File: src/logic/jpeg_defines.svh
/*
 * JPEG colour front end, shared build-time constants
 * Frame geometry and the width of one colour component
 */
`ifndef JPEG_DEFINES_SVH
`define JPEG_DEFINES_SVH

// Pixels per line, must be even
`define JPEG_SENSOR_X_SIZE 16

// Lines per frame, must be even
`define JPEG_SENSOR_Y_SIZE 8

// Bits per colour component
`define JPEG_DW 8

`endif

File: src/logic/jpeg_pkg.sv
/*
 * JPEG colour front end types
 * Pixel, raster timing, chroma pair sums, register addresses and
 * the chroma subsampling mode
 */
`include "jpeg_defines.svh"

package jpeg_pkg;

    // RGB at the input, YCbCr after conversion
    typedef struct packed {
        logic [`JPEG_DW-1:0] c2;  // B or Cr
        logic [`JPEG_DW-1:0] c1;  // G or Cb
        logic [`JPEG_DW-1:0] c0;  // R or Y
    } pixel_t;

    typedef struct packed {
        logic frame_valid;
        logic line_valid;
    } raster_t;

    // Horizontal pair sums kept in the line buffer
    typedef struct packed {
        logic [`JPEG_DW:0] cb_sum;
        logic [`JPEG_DW:0] cr_sum;
    } chroma_pair_t;

    typedef enum logic {MODE_444 = 1'b0, MODE_420 = 1'b1} subsample_mode_t;

    typedef enum logic {CFG_CSC_EN = 1'b0, CFG_MODE = 1'b1} cfg_addr_t;

endpackage

File: src/logic/chroma_cfg.sv
/*
 * Colour front end configuration registers
 * Writes land in pending copies, which move to the active outputs
 * at the next frame start so one frame never mixes settings.
 */
`timescale 1ns/10ps

module chroma_cfg
    import jpeg_pkg::*;
(
    input  logic            clk,
    input  logic            resetn,
    input  logic            we_i,
    input  cfg_addr_t       addr_i,
    input  logic            wdata_i,
    input  logic            frame_valid_i,
    output logic            csc_en_o,
    output subsample_mode_t mode_o
);

logic            pend_csc_en;
subsample_mode_t pend_mode;
logic            frame_valid_q;
logic            frame_start;

assign frame_start = frame_valid_i & ~frame_valid_q;

always_ff @(posedge clk) begin
    if (!resetn) begin
        pend_csc_en   <= 1'b1;
        pend_mode     <= MODE_420;
        frame_valid_q <= 1'b0;
        csc_en_o      <= 1'b1;
        mode_o        <= MODE_420;
    end else begin
        frame_valid_q <= frame_valid_i;
        if (we_i) begin
            case (addr_i)
                CFG_CSC_EN: pend_csc_en <= wdata_i;
                CFG_MODE:   pend_mode   <= subsample_mode_t'(wdata_i);
            endcase
        end
        if (frame_start) begin
            csc_en_o <= pend_csc_en;  // Applied for the whole frame
            mode_o   <= pend_mode;
        end
    end
end

endmodule

File: src/logic/chroma_frontend_top.sv
/*
 * Colour front end top level
 * Configuration registers, RGB to YCbCr converter and chroma
 * subsampler in a single pipeline with a shared hold
 */
`timescale 1ns/10ps
`include "jpeg_defines.svh"

module chroma_frontend_top
    import jpeg_pkg::*;
(
    input  logic                                   clk,
    input  logic                                   resetn,
    input  pixel_t                                 pixel_i,
    input  logic                                   pixel_valid_i,
    input  raster_t                                raster_i,
    input  logic                                   hold_i,
    input  logic                                   cfg_we_i,
    input  cfg_addr_t                              cfg_addr_i,
    input  logic                                   cfg_wdata_i,
    output pixel_t                                 pixel_o,
    output logic [2:0]                             comp_valid_o,
    output raster_t                                raster_o,
    output logic                                   eof_o,
    output logic                                   eol_o,
    output logic [$clog2(`JPEG_SENSOR_X_SIZE)-1:0] pixel_count_o,
    output logic [$clog2(`JPEG_SENSOR_Y_SIZE)-1:0] line_count_o,
    output logic                                   hold_o
);

logic            csc_en;
subsample_mode_t mode;
pixel_t          csc_pixel;
logic            csc_valid;
raster_t         csc_raster;

assign hold_o = hold_i;  // Back-pressure to the source

chroma_cfg u_cfg (
    .clk           (clk),
    .resetn        (resetn),
    .we_i          (cfg_we_i),
    .addr_i        (cfg_addr_i),
    .wdata_i       (cfg_wdata_i),
    .frame_valid_i (raster_i.frame_valid),
    .csc_en_o      (csc_en),
    .mode_o        (mode)
);

csc_rgb2ycbcr u_csc (
    .clk      (clk),
    .resetn   (resetn),
    .csc_en_i (csc_en),
    .hold_i   (hold_i),
    .pixel_i  (pixel_i),
    .valid_i  (pixel_valid_i),
    .raster_i (raster_i),
    .pixel_o  (csc_pixel),
    .valid_o  (csc_valid),
    .raster_o (csc_raster)
);

subsample u_sub (
    .clk           (clk),
    .resetn        (resetn),
    .mode_i        (mode),
    .pixel_i       (csc_pixel),
    .valid_i       (csc_valid),
    .raster_i      (csc_raster),
    .hold_i        (hold_i),
    .pixel_o       (pixel_o),
    .comp_valid_o  (comp_valid_o),
    .raster_o      (raster_o),
    .eof_o         (eof_o),
    .eol_o         (eol_o),
    .pixel_count_o (pixel_count_o),
    .line_count_o  (line_count_o)
);

endmodule

File: src/logic/csc_rgb2ycbcr.sv
/*
 * RGB to YCbCr colour-space converter
 * Three pipeline stages: coefficient products, rounded sums, then
 * shift, offset and clamp. The bypass passes RGB through with the
 * same latency. Every stage freezes while hold is high.
 */
`timescale 1ns/10ps
`include "jpeg_defines.svh"

module csc_rgb2ycbcr
    import jpeg_pkg::*;
(
    input  logic    clk,
    input  logic    resetn,
    input  logic    csc_en_i,
    input  logic    hold_i,
    input  pixel_t  pixel_i,
    input  logic    valid_i,
    input  raster_t raster_i,
    output pixel_t  pixel_o,
    output logic    valid_o,
    output raster_t raster_o
);

localparam int DW   = `JPEG_DW;
localparam int PW   = 2*DW + 2;     // Signed product
localparam int SW   = PW + 2;       // Three products plus rounding
localparam int MAXV = 2**DW - 1;
// Rows are Y, Cb, Cr; columns weight R, G, B (scaled by 256)
localparam int COEF [9] = '{77, 150, 29, -43, -85, 128, 128, -107, -21};

logic                 adv;
logic signed [DW:0]   comp_s [3];
logic signed [PW-1:0] prod_s1 [9];
logic signed [SW-1:0] sum_s2 [3];
logic signed [SW-1:0] shifted [3];
logic [DW-1:0]        conv [3];
pixel_t               pix_s1, pix_s2;
logic                 valid_s1, valid_s2;
raster_t              raster_s1, raster_s2;
logic                 fs_s2, en_frame, en_sel;

function automatic logic [DW-1:0] clamp(input logic signed [SW-1:0] v);
    if (v < 0)
        return '0;
    else if (v > MAXV)
        return '1;
    else
        return v[DW-1:0];
endfunction

assign adv = ~hold_i;

always_comb begin
    comp_s[0] = $signed({1'b0, pixel_i.c0});  // R
    comp_s[1] = $signed({1'b0, pixel_i.c1});  // G
    comp_s[2] = $signed({1'b0, pixel_i.c2});  // B
end

always_comb begin
    for (int k = 0; k < 3; k++) begin
        shifted[k] = (sum_s2[k] >>> 8) + ((k == 0) ? 0 : 128);  // Chroma offset
        conv[k]    = clamp(shifted[k]);
    end
end

// The enable is taken per frame as its first cycle enters stage 3
assign fs_s2  = raster_s2.frame_valid & ~raster_o.frame_valid;
assign en_sel = fs_s2 ? csc_en_i : en_frame;

always_ff @(posedge clk) begin
    if (adv) begin
        for (int k = 0; k < 3; k++) begin
            for (int j = 0; j < 3; j++) begin
                prod_s1[3*k+j] <= PW'(comp_s[j] * COEF[3*k+j]);
            end
            sum_s2[k] <= prod_s1[3*k] + prod_s1[3*k+1] + prod_s1[3*k+2] + 128;
        end
        pix_s1 <= pixel_i;
        pix_s2 <= pix_s1;
        if (en_sel) begin
            pixel_o.c0 <= conv[0];
            pixel_o.c1 <= conv[1];
            pixel_o.c2 <= conv[2];
        end else begin
            pixel_o <= pix_s2;  // Bypass
        end
    end
end

always_ff @(posedge clk) begin
    if (!resetn) begin
        valid_s1  <= 1'b0;
        valid_s2  <= 1'b0;
        valid_o   <= 1'b0;
        raster_s1 <= '0;
        raster_s2 <= '0;
        raster_o  <= '0;
        en_frame  <= 1'b1;
    end else if (adv) begin
        valid_s1  <= valid_i & raster_i.line_valid;  // Accepted pixel
        valid_s2  <= valid_s1;
        valid_o   <= valid_s2;
        raster_s1 <= raster_i;
        raster_s2 <= raster_s1;
        raster_o  <= raster_s2;
        if (fs_s2)
            en_frame <= csc_en_i;
    end
end

a_hold_freezes: assert property (@(posedge clk) disable iff (!resetn)
    ($past(resetn) && $past(hold_i)) |-> $stable({pixel_o, valid_o, raster_o}));

endmodule

File: src/logic/dp_ram.sv
/*
 * Simple dual-port RAM
 * One write port and one registered read port on a single clock.
 * The stored word is a type parameter.
 */
`timescale 1ns/10ps

module dp_ram #(
    parameter type T     = logic [7:0],
    parameter int  DEPTH = 8
) (
    input  logic                     clk,
    input  logic                     we_i,
    input  logic [$clog2(DEPTH)-1:0] wa_i,
    input  T                         wd_i,
    input  logic                     re_i,
    input  logic [$clog2(DEPTH)-1:0] ra_i,
    output T                         rd_o
);

T mem [DEPTH];

always_ff @(posedge clk) begin
    if (we_i) begin
        mem[wa_i] <= wd_i;
    end
end

always_ff @(posedge clk) begin
    if (re_i) begin
        rd_o <= mem[ra_i];  // Held until the next read
    end
end

// Line buffer is written on even lines and read on odd lines only
a_no_rw_collision: assert property (@(posedge clk) we_i |-> !re_i);

endmodule

File: src/logic/subsample.sv
/*
 * Chroma subsampler, 4:4:4 or 4:2:0
 * Tracks pixel and line position from the raster levels. In 4:2:0
 * the Cb/Cr pair sums of even lines go to a line buffer and are
 * averaged with the matching pair of the following odd line.
 * Luma always passes at full rate.
 */
`timescale 1ns/10ps
`include "jpeg_defines.svh"

module subsample
    import jpeg_pkg::*;
(
    input  logic                                   clk,
    input  logic                                   resetn,
    input  subsample_mode_t                        mode_i,
    input  pixel_t                                 pixel_i,
    input  logic                                   valid_i,
    input  raster_t                                raster_i,
    input  logic                                   hold_i,
    output pixel_t                                 pixel_o,
    output logic [2:0]                             comp_valid_o,
    output raster_t                                raster_o,
    output logic                                   eof_o,
    output logic                                   eol_o,
    output logic [$clog2(`JPEG_SENSOR_X_SIZE)-1:0] pixel_count_o,
    output logic [$clog2(`JPEG_SENSOR_Y_SIZE)-1:0] line_count_o
);

localparam int DW  = `JPEG_DW;
localparam int PCW = $clog2(`JPEG_SENSOR_X_SIZE);
localparam int LCW = $clog2(`JPEG_SENSOR_Y_SIZE);

logic            adv, pix_in, accept;
logic            eof, eol, fs;
logic [PCW-1:0]  pixel_count;
logic [LCW-1:0]  line_count;
subsample_mode_t mode_q, mode_cur;
logic            is_420, chroma_v;
logic            lb_we, lb_re;
chroma_pair_t    lb_wd, lb_rd;
logic [DW+1:0]   quad_cb, quad_cr;

assign adv    = ~hold_i;
assign pix_in = valid_i & raster_i.line_valid;
assign accept = pix_in & adv;

// raster_o doubles as the delayed input level for edge detection
assign eof = raster_o.frame_valid & ~raster_i.frame_valid;
assign eol = raster_o.line_valid & ~raster_i.line_valid;
assign fs  = raster_i.frame_valid & ~raster_o.frame_valid;

// Mode is fixed for a frame at its first cycle here
assign mode_cur = fs ? mode_i : mode_q;
assign is_420   = (mode_cur == MODE_420);
assign chroma_v = is_420 ? (pix_in & pixel_count[0] & line_count[0]) : pix_in;

assign lb_we = accept & is_420 & ~line_count[0] & pixel_count[0];
assign lb_re = accept & is_420 & line_count[0] & ~pixel_count[0];

// Even pixel chroma is held in pixel_o while its odd partner arrives
always_comb begin
    lb_wd.cb_sum = pixel_o.c1 + pixel_i.c1;
    lb_wd.cr_sum = pixel_o.c2 + pixel_i.c2;
    quad_cb      = lb_rd.cb_sum + pixel_o.c1 + pixel_i.c1 + 2'd2;  // Round half up
    quad_cr      = lb_rd.cr_sum + pixel_o.c2 + pixel_i.c2 + 2'd2;
end

dp_ram #(
    .T     (chroma_pair_t),
    .DEPTH (`JPEG_SENSOR_X_SIZE/2)
) line_buf (
    .clk  (clk),
    .we_i (lb_we),
    .wa_i (pixel_count[PCW-1:1]),
    .wd_i (lb_wd),
    .re_i (lb_re),
    .ra_i (pixel_count[PCW-1:1]),
    .rd_o (lb_rd)
);

always_ff @(posedge clk) begin
    if (!resetn) begin
        pixel_count <= '0;
        line_count  <= '0;
    end else if (adv) begin
        if (eof) begin
            pixel_count <= '0;
            line_count  <= '0;
        end else if (eol) begin
            pixel_count <= '0;
            line_count  <= line_count + 1'b1;
        end else if (pix_in) begin
            pixel_count <= pixel_count + 1'b1;
        end
    end
end

always_ff @(posedge clk) begin
    if (accept) begin
        pixel_o.c0    <= pixel_i.c0;
        pixel_count_o <= pixel_count;
        line_count_o  <= line_count;
        if (!is_420 || !pixel_count[0]) begin
            pixel_o.c1 <= pixel_i.c1;
            pixel_o.c2 <= pixel_i.c2;
        end else if (line_count[0]) begin
            pixel_o.c1 <= quad_cb[DW+1:2];  // 2x2 average
            pixel_o.c2 <= quad_cr[DW+1:2];
        end
    end
end

always_ff @(posedge clk) begin
    if (!resetn) begin
        mode_q       <= MODE_420;
        comp_valid_o <= '0;
        raster_o     <= '0;
        eof_o        <= 1'b0;
        eol_o        <= 1'b0;
    end else if (adv) begin
        if (fs)
            mode_q <= mode_i;
        comp_valid_o <= {chroma_v, chroma_v, pix_in};
        raster_o     <= raster_i;
        eof_o        <= eof;
        eol_o        <= eol;
    end
end

a_chroma_has_luma: assert property (@(posedge clk) disable iff (!resetn)
    |comp_valid_o[2:1] |-> comp_valid_o[0]);

a_420_odd_lines: assert property (@(posedge clk) disable iff (!resetn)
    ((mode_q == MODE_420) && |comp_valid_o[2:1]) |-> line_count_o[0]);

endmodule

File: config.mk
export PLATFORM = sky130hd
export DESIGN_NAME = chroma_frontend_top
export DESIGN_NICKNAME = d
export VERILOG_FILES = /design/src/logic/jpeg_pkg.sv /design/src/logic/chroma_cfg.sv /design/src/logic/chroma_frontend_top.sv /design/src/logic/csc_rgb2ycbcr.sv /design/src/logic/dp_ram.sv /design/src/logic/subsample.sv
export VERILOG_INCLUDE_DIRS = /design/src /design/src/logic
export SDC_FILE = /design/constraint.sdc
export NUM_CORES = 1
export LEC_CHECK = 0
export BUFFER_PORTS_ARGS = -buffer_cell sky130_fd_sc_hd__buf_2
export CAP_MARGIN = 20
export CORE_AREA = 2 2 247 249
export CTS_BUF_LIST = sky130_fd_sc_hd__clkbuf_16
export CTS_CLUSTER_DIAMETER = 50
export DETAILED_ROUTE_END_ITERATION = 16
export DIE_AREA = 0 0 249 251
export GPL_ROUTABILITY_DRIVEN = 0
export PLACE_DENSITY = 0.64
export SYNTH_ARGS = -nofsm -noshare
export SYNTH_HDL_FRONTEND = slang
export SYNTH_SLANG_ARGS = --single-unit
File: constraint.sdc
create_clock -name clk -period 9 [get_ports clk]
set_input_delay 1.8 -clock clk [delete_from_list [all_inputs] [get_ports clk]]
set_output_delay 1.8 -clock clk [all_outputs]
set_load 0.02 [all_outputs]
==> impl_metrics.env <==
export IMPL_synthCells=2117
export IMPL_clockRootBuffer="clkbuf_16"
export IMPL_ir_drop_uv=287
export IMPL_finalSetupViolations=0
export IMPL_overflow=0
export IMPL_skew_ns=0.0376
export IMPL_final_max_slew_violation_count=0
export IMPL_status="complete, no violations"
export IMPL_postPlaceCellArea_um2=27900
export IMPL_timing_final_crit_share_pct=58.4
export IMPL_p_sw_mw=3.11
export IMPL_r2r_setup_slack_ns=5.38
export IMPL_timing_rr_start="u_csc.pix_s1[0]"
export IMPL_layout_cells_non_filler=3055
export IMPL_finalSetupTns_ns=0
export IMPL_worstPathArrival_ns=5.62
export IMPL_hold_path_depth=0
export IMPL_min_from="u_csc.pixel_o[4]"
export IMPL_post_cts_resize_count=0
export IMPL_wl_per_cell_um=17.8
export IMPL_syn_area_um2=26600
export IMPL_vias_per_cell=5.26
export IMPL_drc=0
export IMPL_r2r_cells=12
export IMPL_dp_hpwl_um=41000
export IMPL_grt_max_degree=121
export IMPL_grt_pass1_vias=16590
export IMPL_ios=72
export IMPL_die_w_um=249
export IMPL_p_per_area_nw_per_um2=294
export IMPL_p_seq_share_pct=34.0
export IMPL_holdCritPathClass="flip-flop to flip-flop"
export IMPL_switching_share_pct=35.5
export IMPL_path_clk_slew_ns=0.06
export IMPL_fillers=5159
export IMPL_numPortBuffers=71
export IMPL_startpoint_type="input port"
export IMPL_ys_warn_count=0
export IMPL_total_power_mw=8.76
export IMPL_wl_um=54300
export IMPL_required_ns=9.36
export IMPL_die_h_um=251
export IMPL_path_max_fanout=8
export IMPL_cts_tree="done"
export IMPL_placed_cells=2955
export IMPL_worstMarginPinSlew_ns=1.10
export IMPL_antenna_cells=0
export IMPL_ys_seq_area_share_pct=46.6
export IMPL_grt_pass1_wl_um=87100
export IMPL_hold_path_end="u_sub.pixel_o[4]"
export IMPL_critPathCaptureType="flip-flop"
export IMPL_dieArea_um2=62500
export IMPL_start_util_pct=44.5
export IMPL_area_growth_pct=12.0
export IMPL_synth_ff_type="edfxtp_1"
export IMPL_drt_iter0_drc=1012
export IMPL_clock_latency_ns=0.61
export IMPL_cap_violations=0
export IMPL_r2r_end="u_csc.sum_s2[0][59]"
export IMPL_grt_total_usage_pct=17.7
export IMPL_intPower_mw=5.66
export IMPL_regArea_um2=12400
export IMPL_firstDrtPassIters=5
export IMPL_clkSinkCount=422
export IMPL_hold_buffers=0
export IMPL_post_cts_setup_buffer_count=0
export IMPL_cts_made_buffers=53
export IMPL_fin_area_um2=29800
export IMPL_synth_cell_types=77
export IMPL_coreArea_um2=59800
export IMPL_antenna_found_initial=1
export IMPL_antenna_left=0
export IMPL_rows=90
export IMPL_comb_power_share_pct=41.8
export IMPL_fin_crit_ns=5.26
export IMPL_synth_nets=2672
export IMPL_cts_path_max_buffers=3
export IMPL_synth_async_reset_ratio_pct=0
export IMPL_avgSynthCellArea_um2=12.6
export IMPL_drive_gt1_share_pct=10.0
export IMPL_rsz0062_at_grt="no"
export IMPL_pwr_share_clk_pct=24.2
export IMPL_criticalPathCategory="input port to flip-flop"
export IMPL_vias=16056
export IMPL_leakage_nw=12.8
export IMPL_fin_nets=2785
export IMPL_multi_input_area_um2=13100
export IMPL_max_freq_ghz=0.190
export IMPL_final_hold_violation_count=0
export IMPL_ys_ff_latch=422
export IMPL_synth_edf_count=393
export IMPL_h_tree_depth=2
export IMPL_relSlewSlack_pct=26.5
## final cells by class
class / instances / area share (%)
Sequential cell: 422 / 41.6
Tap cell: 782 / 3.29
Inverter: 266 / 3.38
Clock inverter: 45 / 1.55
Multi-Input combinational cell: 1400 / 44.0
Timing Repair Buffer: 87 / 1.69
Clock buffer: 53 / 4.46
## worst max path at each step
stage / slack [ns] / from / end
finish: 3.74 / pixel_i[9] / u_csc.prod_s1[0][89]
global route: 3.50 / pixel_i[18] / u_csc.prod_s1[0][160]
CTS: 3.77 / pixel_i[9] / u_csc.prod_s1[0][89]
detailed placement: 3.11 / pixel_i[9] / u_csc.prod_s1[0][89]
global placement: 3.17 / pixel_i[9] / u_csc.prod_s1[0][89]
floorplan: 0.53 / hold_i / u_sub.pixel_count[3]
## worst max-delay path: stages
cell       delay (ns)
buf_2            0.21
inv_1            0.09
ha_1             0.37
fa_1             0.48
fa_1             0.54
inv_1            0.06
fa_1             0.40
inv_1            0.06
ha_1             0.25
or2_2            0.32
a21oi_1          0.20
nor3_1           0.09
a2111oi_2        0.43
a21oi_1          0.15
xnor2_1          0.14
## placed cells by master, fill, tap and decap left out, drive strengths merged, types with 17 or more instances in the layout
cell type  netlist  routed
ha             408     408
edfxtp         393     393
inv            263     285
nor2           131     131
fa             114     114
nand2          106     106
buf             11      87
a21oi           83      83
xnor2           80      80
o21ai           65      65
clkbuf          18      53
nor3            39      39
a21o            36      36
nor2b           35      35
xor2            34      34
dfxtp           29      29
mux2i           22      22
nand3           20      20
mux2            20      20
clkinv           3      19
o21bai          17      17
a221oi          17      17
## kinds of logic (layout without fill, tap and decap cells)
family / count (synthesis) / in the layout / share of synthesized area (%)
AND/OR/NAND/NOR: 402 / 402 / 7.07
multiplexers: 56 / 56 / 2.88
AO/OA/AOI/OAI: 306 / 306 / 7.72
buffers and inverters: 295 / 451 / 4.21
adder cells (fa/ha/maj): 522 / 522 / 27.8
XOR/XNOR: 114 / 114 / 3.76
flip-flops: 422 / 422 / 46.6
## sequential cells by signal (all words and copies together) (netlist names), 18 cells and up
name,count
u_sub.line_buf.mem,144
u_csc.prod_s1,96
u_csc.sum_s2,34
u_csc.pix_s2,24
u_csc.pixel_o,24
u_sub.pixel_o,24
u_csc.pix_s1,22
u_sub.line_buf.rd_o,18
## metal layers
| metal | up-vias | GRT usage, % | share of wire (%) |
|---|---|---|---|
| met4 | 2 | 6.08 | 2.9 |
| met3 | 83 | 2.52 | 4.0 |
| met2 | 305 | 30.9 | 49 |
| met1 | 7852 | 22.5 | 44 |
| met5 | - | 0 | 0.024 |
| li1 | 7814 | - | - |
## power by group through the flow
stage	clock (mW)	combinational [mW]	sequential [mW]
2_1_floorplan	0	2.87	2.95
6_report	2.13	3.66	2.98
4_1_cts	2.17	3.69	2.99
3_5_place_dp	0	3.65	3.03
5_1_grt	2.25	4.19	3.01
3_3_place_gp	0	3.52	3.02
## per-stage QoR
stage | util, % | setup WS [ns] | hold WS, ns
2_1_floorplan | - | 0.532 | 0.400
3_3_place_gp | 46.7 | 3.17 | 0.400
3_5_place_dp | 46.7 | 3.11 | 0.405
4_1_cts | 49.7 | 3.77 | 0.409
5_1_grt | 49.8 | 3.50 | 0.415
6_report | 49.8 | 3.74 | 0.417
## synth_stat cells, types with 4 or more instances
master	number	share of area (%)
o21a_1	11	0.31
mux4_2	14	1.2
buf_1	6	0.085
and2_1	5	0.12
fa_1	114	8.6
nor3b_1	5	0.14
nand2b_1	11	0.26
o21ai_1	10	0.19
xor2_1	34	1.1
a221oi_1	16	0.53
mux2i_1	22	0.83
nand3_1	20	0.38
nor4_1	4	0.094
ha_1	408	19
nor2b_1	35	0.82
dfxtp_1	29	2.2
inv_1	263	3.7
a2111oi_0	4	0.13
nor2_1	131	1.8
o21ai_0	55	1.0
a22oi_1	8	0.23
xnor2_1	80	2.6
a31oi_1	6	0.14
a21o_1	36	1.0
nand4_1	13	0.31
nor3_1	39	0.73
edfxtp_1	393	44
and3_1	14	0.33
o21bai_1	17	0.48
nand2_1	106	1.5
mux2_2	19	0.80
a211oi_1	4	0.11
o211ai_1	4	0.11
clkbuf_1	18	0.25
a21oi_1	80	1.5
o22ai_1	7	0.16
Power figures use the tool's default switching activity.
